===== src/bch_defines.svh =====
`ifndef BCH_DEFINES_SVH
`define BCH_DEFINES_SVH

// width of one field element, wide enough for GF(2^8)
`define BCH_GF_W 8

// received bits per input word
`define BCH_WORD_W 8

// syndromes S1..S4
`define BCH_NSYN 4

// correctable errors per frame
`define BCH_T 2

// positions evaluated per chien cycle
`define BCH_CHIEN_PAR 8

// error position width on the output
`define BCH_POS_W 8

// marker for an unused output slot
`define BCH_NO_POS 255

`endif


===== src/bch_pkg.sv =====
`include "bch_defines.svh"

package bch_pkg;

	typedef enum logic [1:0] {
		CODE_63  = 2'd1,
		CODE_255 = 2'd2
	} code_e;

	typedef enum logic [1:0] {
		SYN_IDLE,
		SYN_LOAD,
		SYN_HOLD
	} syn_state_e;

	typedef enum logic [1:0] {
		BER_IDLE,
		BER_RUN,
		BER_HOLD
	} ber_state_e;

	typedef enum logic [1:0] {
		CHI_IDLE,
		CHI_SEARCH,
		CHI_OUT
	} chien_state_e;

	typedef struct packed {
		code_e                code;
		logic [`BCH_GF_W-1:0] s1;
		logic [`BCH_GF_W-1:0] s2;
		logic [`BCH_GF_W-1:0] s3;
		logic [`BCH_GF_W-1:0] s4;
	} syn_t;

	typedef struct packed {
		code_e                code;
		logic [`BCH_GF_W-1:0] lambda0;
		logic [`BCH_GF_W-1:0] lambda1;
		logic [`BCH_GF_W-1:0] lambda2;
	} locator_t;

	// alpha^-1 and alpha^-8 in each field
	localparam logic [`BCH_GF_W-1:0] ALPHA_INV1_63  = 8'h21;
	localparam logic [`BCH_GF_W-1:0] ALPHA_INV8_63  = 8'h2e;
	localparam logic [`BCH_GF_W-1:0] ALPHA_INV1_255 = 8'h8e;
	localparam logic [`BCH_GF_W-1:0] ALPHA_INV8_255 = 8'h83;

	// field polynomials including the x^m term
	localparam logic [`BCH_GF_W:0] POLY_63  = 9'h043;
	localparam logic [`BCH_GF_W:0] POLY_255 = 9'h11d;

	// shift and add multiply, reduced after every shift
	function automatic logic [`BCH_GF_W-1:0] gf_mul(
		input code_e                code,
		input logic [`BCH_GF_W-1:0] a,
		input logic [`BCH_GF_W-1:0] b
	);
		logic [`BCH_GF_W:0]   sh;
		logic [`BCH_GF_W-1:0] acc;
		acc = '0;
		sh = {1'b0, a};
		for (int k = 0; k < `BCH_GF_W; k++) begin
			if (b[k]) begin
				acc = acc ^ sh[`BCH_GF_W-1:0];
			end
			sh = sh << 1;
			if (code == CODE_63 && sh[6]) begin
				sh = sh ^ POLY_63;
			end else if (code != CODE_63 && sh[`BCH_GF_W]) begin
				sh = sh ^ POLY_255;
			end
		end
		return acc;
	endfunction

endpackage


===== src/bch_berlekamp.sv =====
`include "bch_defines.svh"

module bch_berlekamp (
	input                      clk,
	input                      rstn,
	input                      i_syn_valid,
	output                     o_syn_accept,
	input  bch_pkg::syn_t      i_syn,
	output                     o_loc_valid,
	input                      i_loc_accept,
	output bch_pkg::locator_t  o_loc
);

	bch_pkg::ber_state_e  state_q;
	logic signed [3:0]    mu_q;
	bch_pkg::syn_t        syn_q;
	logic [`BCH_GF_W-1:0] syn [`BCH_NSYN];
	logic [`BCH_GF_W-1:0] lam_q [`BCH_T + 1];
	logic [`BCH_GF_W-1:0] lam_rho_q [`BCH_T + 1];
	logic [`BCH_GF_W-1:0] lam_d [`BCH_T + 1];
	logic [`BCH_GF_W-1:0] d_q;
	logic [`BCH_GF_W-1:0] d_rho_q;
	logic [`BCH_GF_W-1:0] d_next;
	logic signed [3:0]    l_q;
	logic signed [3:0]    l_rho_q;
	logic signed [3:0]    l_d;
	logic signed [3:0]    rho_q;
	logic                 upd_rho;

	assign syn[0] = syn_q.s1;
	assign syn[1] = syn_q.s2;
	assign syn[2] = syn_q.s3;
	assign syn[3] = syn_q.s4;

	// inversionless update lambda' = d_rho * lambda + d * x^(mu - rho) * lambda_rho
	always_comb begin
		int shift;
		int sidx;
		logic signed [3:0] l_alt;
		shift = int'(mu_q - rho_q);
		l_alt = l_rho_q + mu_q - rho_q;
		for (int i = 0; i <= `BCH_T; i++) begin
			lam_d[i] = lam_q[i];
			if (d_q != '0) begin
				lam_d[i] = bch_pkg::gf_mul(syn_q.code, d_rho_q, lam_q[i]);
				if (i >= shift) begin
					lam_d[i] = lam_d[i] ^ bch_pkg::gf_mul(syn_q.code, d_q, lam_rho_q[i - shift]);
				end
			end
		end
		l_d = (d_q != '0 && l_alt > l_q) ? l_alt : l_q;
		upd_rho = (d_q != '0) && ((mu_q - l_q) > (rho_q - l_rho_q));
		// next discrepancy from S_(mu+2) downward
		d_next = '0;
		for (int i = 0; i <= `BCH_T; i++) begin
			sidx = int'(mu_q) + 2 - i;
			if (i <= int'(l_d) && sidx >= 1 && sidx <= `BCH_NSYN) begin
				d_next = d_next ^ bch_pkg::gf_mul(syn_q.code, lam_d[i], syn[sidx - 1]);
			end
		end
	end

	always_ff @(posedge clk or negedge rstn) begin
		if (!rstn) begin
			state_q <= bch_pkg::BER_IDLE;
			mu_q <= '0;
		end else begin
			case (state_q)
				bch_pkg::BER_IDLE: begin
					mu_q <= '0;
					if (i_syn_valid) begin
						state_q <= bch_pkg::BER_RUN;
					end
				end
				bch_pkg::BER_RUN: begin
					mu_q <= mu_q + 4'sd1;
					if (mu_q == 4'sd3) begin
						state_q <= bch_pkg::BER_HOLD;
					end
				end
				bch_pkg::BER_HOLD: begin
					if (i_loc_accept) begin
						state_q <= bch_pkg::BER_IDLE;
					end
				end
				default: state_q <= bch_pkg::BER_IDLE;
			endcase
		end
	end

	always_ff @(posedge clk) begin
		if (state_q == bch_pkg::BER_IDLE && i_syn_valid) begin
			syn_q <= i_syn;
			for (int i = 0; i <= `BCH_T; i++) begin
				lam_q[i] <= (i == 0) ? 8'h01 : 8'h00;
				lam_rho_q[i] <= (i == 0) ? 8'h01 : 8'h00;
			end
			d_q <= i_syn.s1;
			d_rho_q <= 8'h01;
			l_q <= '0;
			l_rho_q <= '0;
			rho_q <= -4'sd1;
		end else if (state_q == bch_pkg::BER_RUN) begin
			lam_q <= lam_d;
			l_q <= l_d;
			d_q <= d_next;
			if (upd_rho) begin
				rho_q <= mu_q;
				l_rho_q <= l_q;
				d_rho_q <= d_q;
				lam_rho_q <= lam_q;
			end
		end
	end

	assign o_syn_accept = (state_q == bch_pkg::BER_IDLE) && i_syn_valid;
	assign o_loc_valid = (state_q == bch_pkg::BER_HOLD);
	assign o_loc = '{code: syn_q.code, lambda0: lam_q[0], lambda1: lam_q[1], lambda2: lam_q[2]};

	// three or more errors would push the length past what is stored
	a_loc_degree: assert property (@(posedge clk) disable iff (!rstn)
		$rose(o_loc_valid) |-> (l_q <= `BCH_T));

endmodule


===== src/bch_chien.sv =====
`include "bch_defines.svh"

module bch_chien (
	input                      clk,
	input                      rstn,
	input                      i_loc_valid,
	output                     o_loc_accept,
	input  bch_pkg::locator_t  i_loc,
	output                     o_finish,
	output [`BCH_POS_W-1:0]    o_odata
);

	bch_pkg::chien_state_e state_q;
	bch_pkg::locator_t     loc_q;
	logic [1:0]            found_q;
	logic [1:0]            found_d;
	logic                  out_idx_q;
	logic [8:0]            base_q;
	logic [8:0]            n_pos;
	logic [`BCH_GF_W-1:0]  a_inv8;
	logic [`BCH_GF_W-1:0]  power_q [`BCH_CHIEN_PAR];
	logic [`BCH_GF_W-1:0]  pw_init [`BCH_CHIEN_PAR];
	logic [`BCH_POS_W-1:0] slot_q [`BCH_T];
	logic [`BCH_POS_W-1:0] slot_d [`BCH_T];

	assign n_pos = (loc_q.code == bch_pkg::CODE_63) ? 9'd63 : 9'd255;
	assign a_inv8 = (loc_q.code == bch_pkg::CODE_63) ? bch_pkg::ALPHA_INV8_63 :
		bch_pkg::ALPHA_INV8_255;

	// alpha^0 .. alpha^-7 for the first group
	always_comb begin
		logic [`BCH_GF_W-1:0] p;
		logic [`BCH_GF_W-1:0] a_inv1;
		a_inv1 = (i_loc.code == bch_pkg::CODE_63) ? bch_pkg::ALPHA_INV1_63 :
			bch_pkg::ALPHA_INV1_255;
		p = 8'h01;
		for (int k = 0; k < `BCH_CHIEN_PAR; k++) begin
			pw_init[k] = p;
			p = bch_pkg::gf_mul(i_loc.code, p, a_inv1);
		end
	end

	// position base+k is an error when lambda(alpha^-(base+k)) == 0
	always_comb begin
		logic [`BCH_GF_W-1:0] p2;
		logic [`BCH_GF_W-1:0] eval;
		logic [8:0]           pos;
		found_d = found_q;
		slot_d = slot_q;
		for (int k = 0; k < `BCH_CHIEN_PAR; k++) begin
			pos = base_q + 9'(k);
			p2 = bch_pkg::gf_mul(loc_q.code, power_q[k], power_q[k]);
			eval = loc_q.lambda0 ^ bch_pkg::gf_mul(loc_q.code, power_q[k], loc_q.lambda1) ^
				bch_pkg::gf_mul(loc_q.code, p2, loc_q.lambda2);
			if (eval == '0 && pos < n_pos && found_d < 2'(`BCH_T)) begin
				slot_d[found_d[0]] = pos[`BCH_POS_W-1:0];
				found_d = found_d + 2'd1;
			end
		end
	end

	always_ff @(posedge clk or negedge rstn) begin
		if (!rstn) begin
			state_q <= bch_pkg::CHI_IDLE;
			found_q <= '0;
			out_idx_q <= 1'b0;
		end else begin
			case (state_q)
				bch_pkg::CHI_IDLE: begin
					found_q <= '0;
					if (i_loc_valid) begin
						state_q <= bch_pkg::CHI_SEARCH;
					end
				end
				bch_pkg::CHI_SEARCH: begin
					found_q <= found_d;
					out_idx_q <= 1'b0;
					// stop on two roots or once the group holding position n is tested
					if (found_d == 2'(`BCH_T) || base_q + `BCH_CHIEN_PAR > n_pos) begin
						state_q <= bch_pkg::CHI_OUT;
					end
				end
				bch_pkg::CHI_OUT: begin
					out_idx_q <= ~out_idx_q;
					if (out_idx_q) begin
						state_q <= bch_pkg::CHI_IDLE;
					end
				end
				default: state_q <= bch_pkg::CHI_IDLE;
			endcase
		end
	end

	always_ff @(posedge clk) begin
		if (state_q == bch_pkg::CHI_IDLE && i_loc_valid) begin
			loc_q <= i_loc;
			base_q <= '0;
			power_q <= pw_init;
			for (int s = 0; s < `BCH_T; s++) begin
				slot_q[s] <= `BCH_POS_W'(`BCH_NO_POS);
			end
		end else if (state_q == bch_pkg::CHI_SEARCH) begin
			base_q <= base_q + `BCH_CHIEN_PAR;
			slot_q <= slot_d;
			for (int k = 0; k < `BCH_CHIEN_PAR; k++) begin
				power_q[k] <= bch_pkg::gf_mul(loc_q.code, power_q[k], a_inv8);
			end
		end
	end

	assign o_loc_accept = (state_q == bch_pkg::CHI_IDLE) && i_loc_valid;
	assign o_finish = (state_q == bch_pkg::CHI_OUT);
	assign o_odata = o_finish ? slot_q[out_idx_q] : '0;

	a_finish_len: assert property (@(posedge clk) disable iff (!rstn)
		$rose(o_finish) |=> o_finish ##1 !o_finish);

endmodule


===== src/bch_decoder.sv =====
`include "bch_defines.svh"

module bch_decoder (
	input                      clk,
	input                      rstn,
	input                      i_set,
	input  bch_pkg::code_e     i_code,
	input  [`BCH_WORD_W-1:0]   i_data,
	output                     o_ready,
	output                     o_finish,
	output [`BCH_POS_W-1:0]    o_odata
);

	logic              syn_valid;
	logic              syn_accept;
	bch_pkg::syn_t     syn;
	logic              loc_valid;
	logic              loc_accept;
	bch_pkg::locator_t loc;

	// syndromes are folded in while the frame streams in
	bch_syndrome u_syndrome (
		.clk          (clk),
		.rstn         (rstn),
		.i_set        (i_set),
		.i_code       (i_code),
		.i_data       (i_data),
		.o_ready      (o_ready),
		.o_syn_valid  (syn_valid),
		.i_syn_accept (syn_accept),
		.o_syn        (syn)
	);

	bch_berlekamp u_berlekamp (
		.clk          (clk),
		.rstn         (rstn),
		.i_syn_valid  (syn_valid),
		.o_syn_accept (syn_accept),
		.i_syn        (syn),
		.o_loc_valid  (loc_valid),
		.i_loc_accept (loc_accept),
		.o_loc        (loc)
	);

	bch_chien u_chien (
		.clk          (clk),
		.rstn         (rstn),
		.i_loc_valid  (loc_valid),
		.o_loc_accept (loc_accept),
		.i_loc        (loc),
		.o_finish     (o_finish),
		.o_odata      (o_odata)
	);

endmodule


===== src/bch_syndrome.sv =====
`include "bch_defines.svh"

module bch_syndrome (
	input                          clk,
	input                          rstn,
	input                          i_set,
	input  bch_pkg::code_e         i_code,
	input  [`BCH_WORD_W-1:0]       i_data,
	output                         o_ready,
	output                         o_syn_valid,
	input                          i_syn_accept,
	output bch_pkg::syn_t          o_syn
);

	bch_pkg::syn_state_e  state_q;
	logic [4:0]           cnt_q;
	logic [4:0]           last_cnt;
	bch_pkg::syn_t        syn_q;
	logic [`BCH_GF_W-1:0] syn_acc [`BCH_NSYN];

	// 8 words for n = 63, 32 words for n = 255
	assign last_cnt = (syn_q.code == bch_pkg::CODE_63) ? 5'd7 : 5'd31;

	// eight horner steps per syndrome, S_j picks up alpha^j per bit
	always_comb begin
		logic [`BCH_WORD_W-1:0] bits;
		bits = i_data;
		// position n is padding
		if (cnt_q == '0) begin
			bits[`BCH_WORD_W-1] = 1'b0;
		end
		syn_acc[0] = syn_q.s1;
		syn_acc[1] = syn_q.s2;
		syn_acc[2] = syn_q.s3;
		syn_acc[3] = syn_q.s4;
		for (int j = 0; j < `BCH_NSYN; j++) begin
			for (int b = `BCH_WORD_W - 1; b >= 0; b--) begin
				syn_acc[j] = bch_pkg::gf_mul(syn_q.code, syn_acc[j], 8'h02 << j) ^
					{{(`BCH_GF_W - 1){1'b0}}, bits[b]};
			end
		end
	end

	always_ff @(posedge clk or negedge rstn) begin
		if (!rstn) begin
			state_q <= bch_pkg::SYN_IDLE;
			cnt_q <= '0;
		end else begin
			case (state_q)
				bch_pkg::SYN_IDLE: begin
					cnt_q <= '0;
					if (i_set) begin
						state_q <= bch_pkg::SYN_LOAD;
					end
				end
				bch_pkg::SYN_LOAD: begin
					cnt_q <= cnt_q + 5'd1;
					if (cnt_q == last_cnt) begin
						state_q <= bch_pkg::SYN_HOLD;
					end
				end
				bch_pkg::SYN_HOLD: begin
					if (i_syn_accept) begin
						state_q <= bch_pkg::SYN_IDLE;
					end
				end
				default: state_q <= bch_pkg::SYN_IDLE;
			endcase
		end
	end

	always_ff @(posedge clk) begin
		if (state_q == bch_pkg::SYN_IDLE && i_set) begin
			syn_q.code <= i_code;
			syn_q.s1 <= '0;
			syn_q.s2 <= '0;
			syn_q.s3 <= '0;
			syn_q.s4 <= '0;
		end else if (state_q == bch_pkg::SYN_LOAD) begin
			syn_q.s1 <= syn_acc[0];
			syn_q.s2 <= syn_acc[1];
			syn_q.s3 <= syn_acc[2];
			syn_q.s4 <= syn_acc[3];
		end
	end

	assign o_ready = (state_q == bch_pkg::SYN_LOAD);
	assign o_syn_valid = (state_q == bch_pkg::SYN_HOLD);
	assign o_syn = syn_q;

	a_syn_stable: assert property (@(posedge clk) disable iff (!rstn)
		o_syn_valid && !i_syn_accept |=> o_syn_valid && $stable(o_syn));

endmodule


===== config.mk =====
export PLATFORM = sky130hd
export DESIGN_NAME = bch_decoder
export DESIGN_NICKNAME = d
export VERILOG_FILES = /design/src/bch_pkg.sv /design/src/bch_berlekamp.sv /design/src/bch_chien.sv /design/src/bch_decoder.sv /design/src/bch_syndrome.sv
export VERILOG_INCLUDE_DIRS = /design/src
export SDC_FILE = /design/constraint.sdc
export NUM_CORES = 2
export LEC_CHECK = 0
export BUFFER_PORTS_ARGS = -buffer_cell sky130_fd_sc_hd__buf_2
export CORE_UTILIZATION = 58
export DETAILED_ROUTE_END_ITERATION = 10
export PLACE_DENSITY_LB_ADDON = 0.08
export SETUP_SLACK_MARGIN = 0.05
export SYNTH_ARGS = -nofsm -noshare
export SYNTH_HDL_FRONTEND = slang
export SYNTH_HIERARCHICAL = 1
export SYNTH_SLANG_ARGS = --single-unit

===== constraint.sdc =====
create_clock -name clk -period 13.4 [get_ports clk]
set_clock_uncertainty 0.05 [all_clocks]
set_input_delay 2.01 -clock clk [delete_from_list [all_inputs] [get_ports clk]]
set_output_delay 2.01 -clock clk [all_outputs]
set_load 0.02 [all_outputs]

==> metrics.txt <==
post-synthesis async set-or-reset flop share=0.0657; dpl cells=10300; met3 usage=0.0837; fin util=0.600; most frequent cell after synthesis=xnor2_1; outcome=completed; Crit. End Element=flop; Yosys top cell by area=xnor2_1; wire per inst=25.6 um; CP peak stage delay=0.73 ns; via count=68500; Crit-path slowest cell=buf_4; Storage cell area=6840 um^2; met1 Use GR=0.540; Skew-Pair Late Insertion Delay=approximately 0.69 ns; fmax=between 0.1 and 0.15 GHz; maximum clock path buffer count=3; First DRT Iteration DRCs=8428; Post-Route WL=267 mm; Synth Flop Type=dfxtp_1; Worst Path Max Fanout=219; synth cell count leaders=xnor2_1 (1708), nand2_1 (1314), nor2_1 (764), xor2_1 (535), o21ai_0 (505); die footprint=around 120000 um^2; GPL Wtd Cong=between 1 and 1.5; Max-slew headroom=0.134; M2 GR Usage=0.658; post-synthesis sequential area ratio=0.0982; cells after synthesis=between 9000 and 10000; # H-tree levels=2; post-synthesis register bit count=approximately 270; share of the synthesized area in the top cell type=0.215; Worst Hold Class=flop to flop; Port Buffers=22; Final HPWL DP=181 mm; crit path launch type=flop; # Post-CTS Setup Buffers=0; CTS tree=built; global route hottest layer=met2; initial core utilization=0.587; setup TNS=0 ns; Final ANT Viol Nets=0; Synth area leaders=xnor2_1 (21%), nand2_1 (7.1%), xnor3_1 (7.1%); Die Wd=roughly 350 um; Fillers=between 10000 and 15000; Crit path required time=13.88 ns; vias in the first global route=64300; root buffer cell=clkbuf_16; CTS Buf Count=40; worst hold slack=0.423 ns; CP top delay family=compound AO/OA/AOI/OAI gates; num ports=23; Distinct cells, synth=154; Layout area overhead=2.12%; wire length of the first global-routing pass=between 400 and 500 mm; CTS sink count=between 200 and 300; GR Util All Layers=0.425; max-slew violation count=0; DRC violations left=0; Setup Viol. Count Final=0; Critical Path AT=9.90 ns; post-synthesis net count=9377; Mapped Area=a little under 70000 um^2; Max Cap Viol=0; core area=119000 um^2; Worst-Margin Slew=1.29 ns; crit-path cells=buf_4, nand2b_4, inv_16, buf_4, o22ai_1, a21oi_1, xor2_1, mux2i_1, nand2_1, xnor3_1, o21ai_0, mux2i_1, xnor3_1, xnor2_1, nand2_1, nor2_1, a211oi_1, o221ai_1, o21ai_0, a21boi_2, a311oi_1, nand2b_1, mux2i_1, nand2_1; fin nets=8843; row count=126; Buf+Inv Stages, Crit Path=3; initial antenna violation count=6; final hold violation count=0; Tcrit/Tclk final=0.703; Clock transition at path regs=0.06 ns; number of flops mapped to enable cells by yosys=126; Setup CP Type=flop to flop; Die H=348 um; grt ovf=0; Layout Cells excl Fill=approximately 10000; synth warn=6; Hold Buf Count CTS=0; largest net degree at the start of global routing=220; RSZ-0062 raised after global routing=no; Via-to-Cell Ratio=6.58; layout cell share with drive strength beyond 1=0.0687; Resized Gates After CTS=0; fin crit period=9.42 ns; Syn Area/Cell=7.47 um^2; Pre-antenna DRT Iters=6; multi-input logic area=58300 um^2
-- path summary, 6_finish.rpt --
path                               startpoint  slack (ns)  cells past startpoint                   to
max                         u_chien/loc_q[24]        3.98                     24   u_chien/slot_q[11]
min                        u_chien/slot_q[10]        0.42                      2   u_chien/slot_q[10]
max reg2reg                 u_chien/loc_q[24]        3.98                     24   u_chien/slot_q[11]
min reg2reg                u_chien/slot_q[10]        0.42                      2   u_chien/slot_q[10]
max in group asynchronous                rstn       11.51                      1  u_berlekamp/mu_q[0]
min in group asynchronous                rstn        1.30                      1    u_chien/out_idx_q
-- layout make-up --
class                           instances  area share
Multi-Input combinational cell       8086       0.821
Sequential cell                       274      0.0962
Tap cell                             1600      0.0282
Timing Repair Buffer                  242      0.0258
Clock buffer                           44      0.0143
Inverter                              136     0.00743
Clock inverter                         30     0.00730
Antenna cell                            5    0.000176
-- logic make-up after synthesis --
family,after synthesis,synth area share
AND/OR/NAND/NOR,3069,0.200
XOR/XNOR,2567,0.383
AO/OA/AOI/OAI,2133,0.204
buffers and inverters,954,0.0649
flip-flops,274,0.0982
multiplexers,263,0.0396
adder cells (fa/ha/maj),54,0.0103
-- cells in the final DEF, fill, tap and decap left out, drive strengths merged, types with 46 or more instances in the layout --
cell    instances
a211o          54
a211oi        115
a21o           51
a21oi         499
a22oi          83
a31oi          46
and2           78
and3           77
buf           242
dfxtp         130
edfxtp        126
inv           124
mux2           47
mux2i         216
nand2        1317
nand2b         70
nand3         242
nor2          779
nor2b          76
nor3          162
o211ai        139
o21a           47
o21ai         580
o22ai          75
or3            56
xnor2        1747
xnor3         225
xor2          554
-- state kept, by name, summed over array words and instances (netlist names), 4 cells and up --
signal,cells
u_berlekamp/lam_rho_q,24
u_berlekamp/l_q,4
u_syndrome/cnt_q,5
u_chien/power_q,64
u_syndrome/o_syn,34
u_berlekamp/l_rho_q,4
u_berlekamp/d_rho_q,8
u_chien/loc_q,26
u_chien/slot_q,16
u_berlekamp/syn,32
u_berlekamp/rho_q,4
u_berlekamp/d_q,8
u_berlekamp/o_loc,26
u_chien/base_q,6
u_berlekamp/mu_q,4
-- tightest hold or removal path: stages, from the launching register on --
cell and delay [ns]:
dfxtp_1 0.33, a21oi_1 0.06, o21ai_0 0.06
-- layer usage --
metal / vias to the layer above / wire length [um]
met3: 914 / 27900
met5: - / 56
li1: 31000 / -
met2: 4047 / 117000
met4: 8 / 18600
met1: 32600 / 103000
-- stage by stage --
stage | cell area, um^2 | worst slack, ns
after floorplan | 69600 | 6.07
after global placement | 69500 | 4.40
after detailed placement | 69500 | 4.37
after CTS | 71100 | 4.39
after global routing | 71100 | 3.50
final | 71100 | 3.98
Power is left out: the tool's default activity adds up to more than one toggle a clock period on the data nets, which glitch-free logic cannot reach.
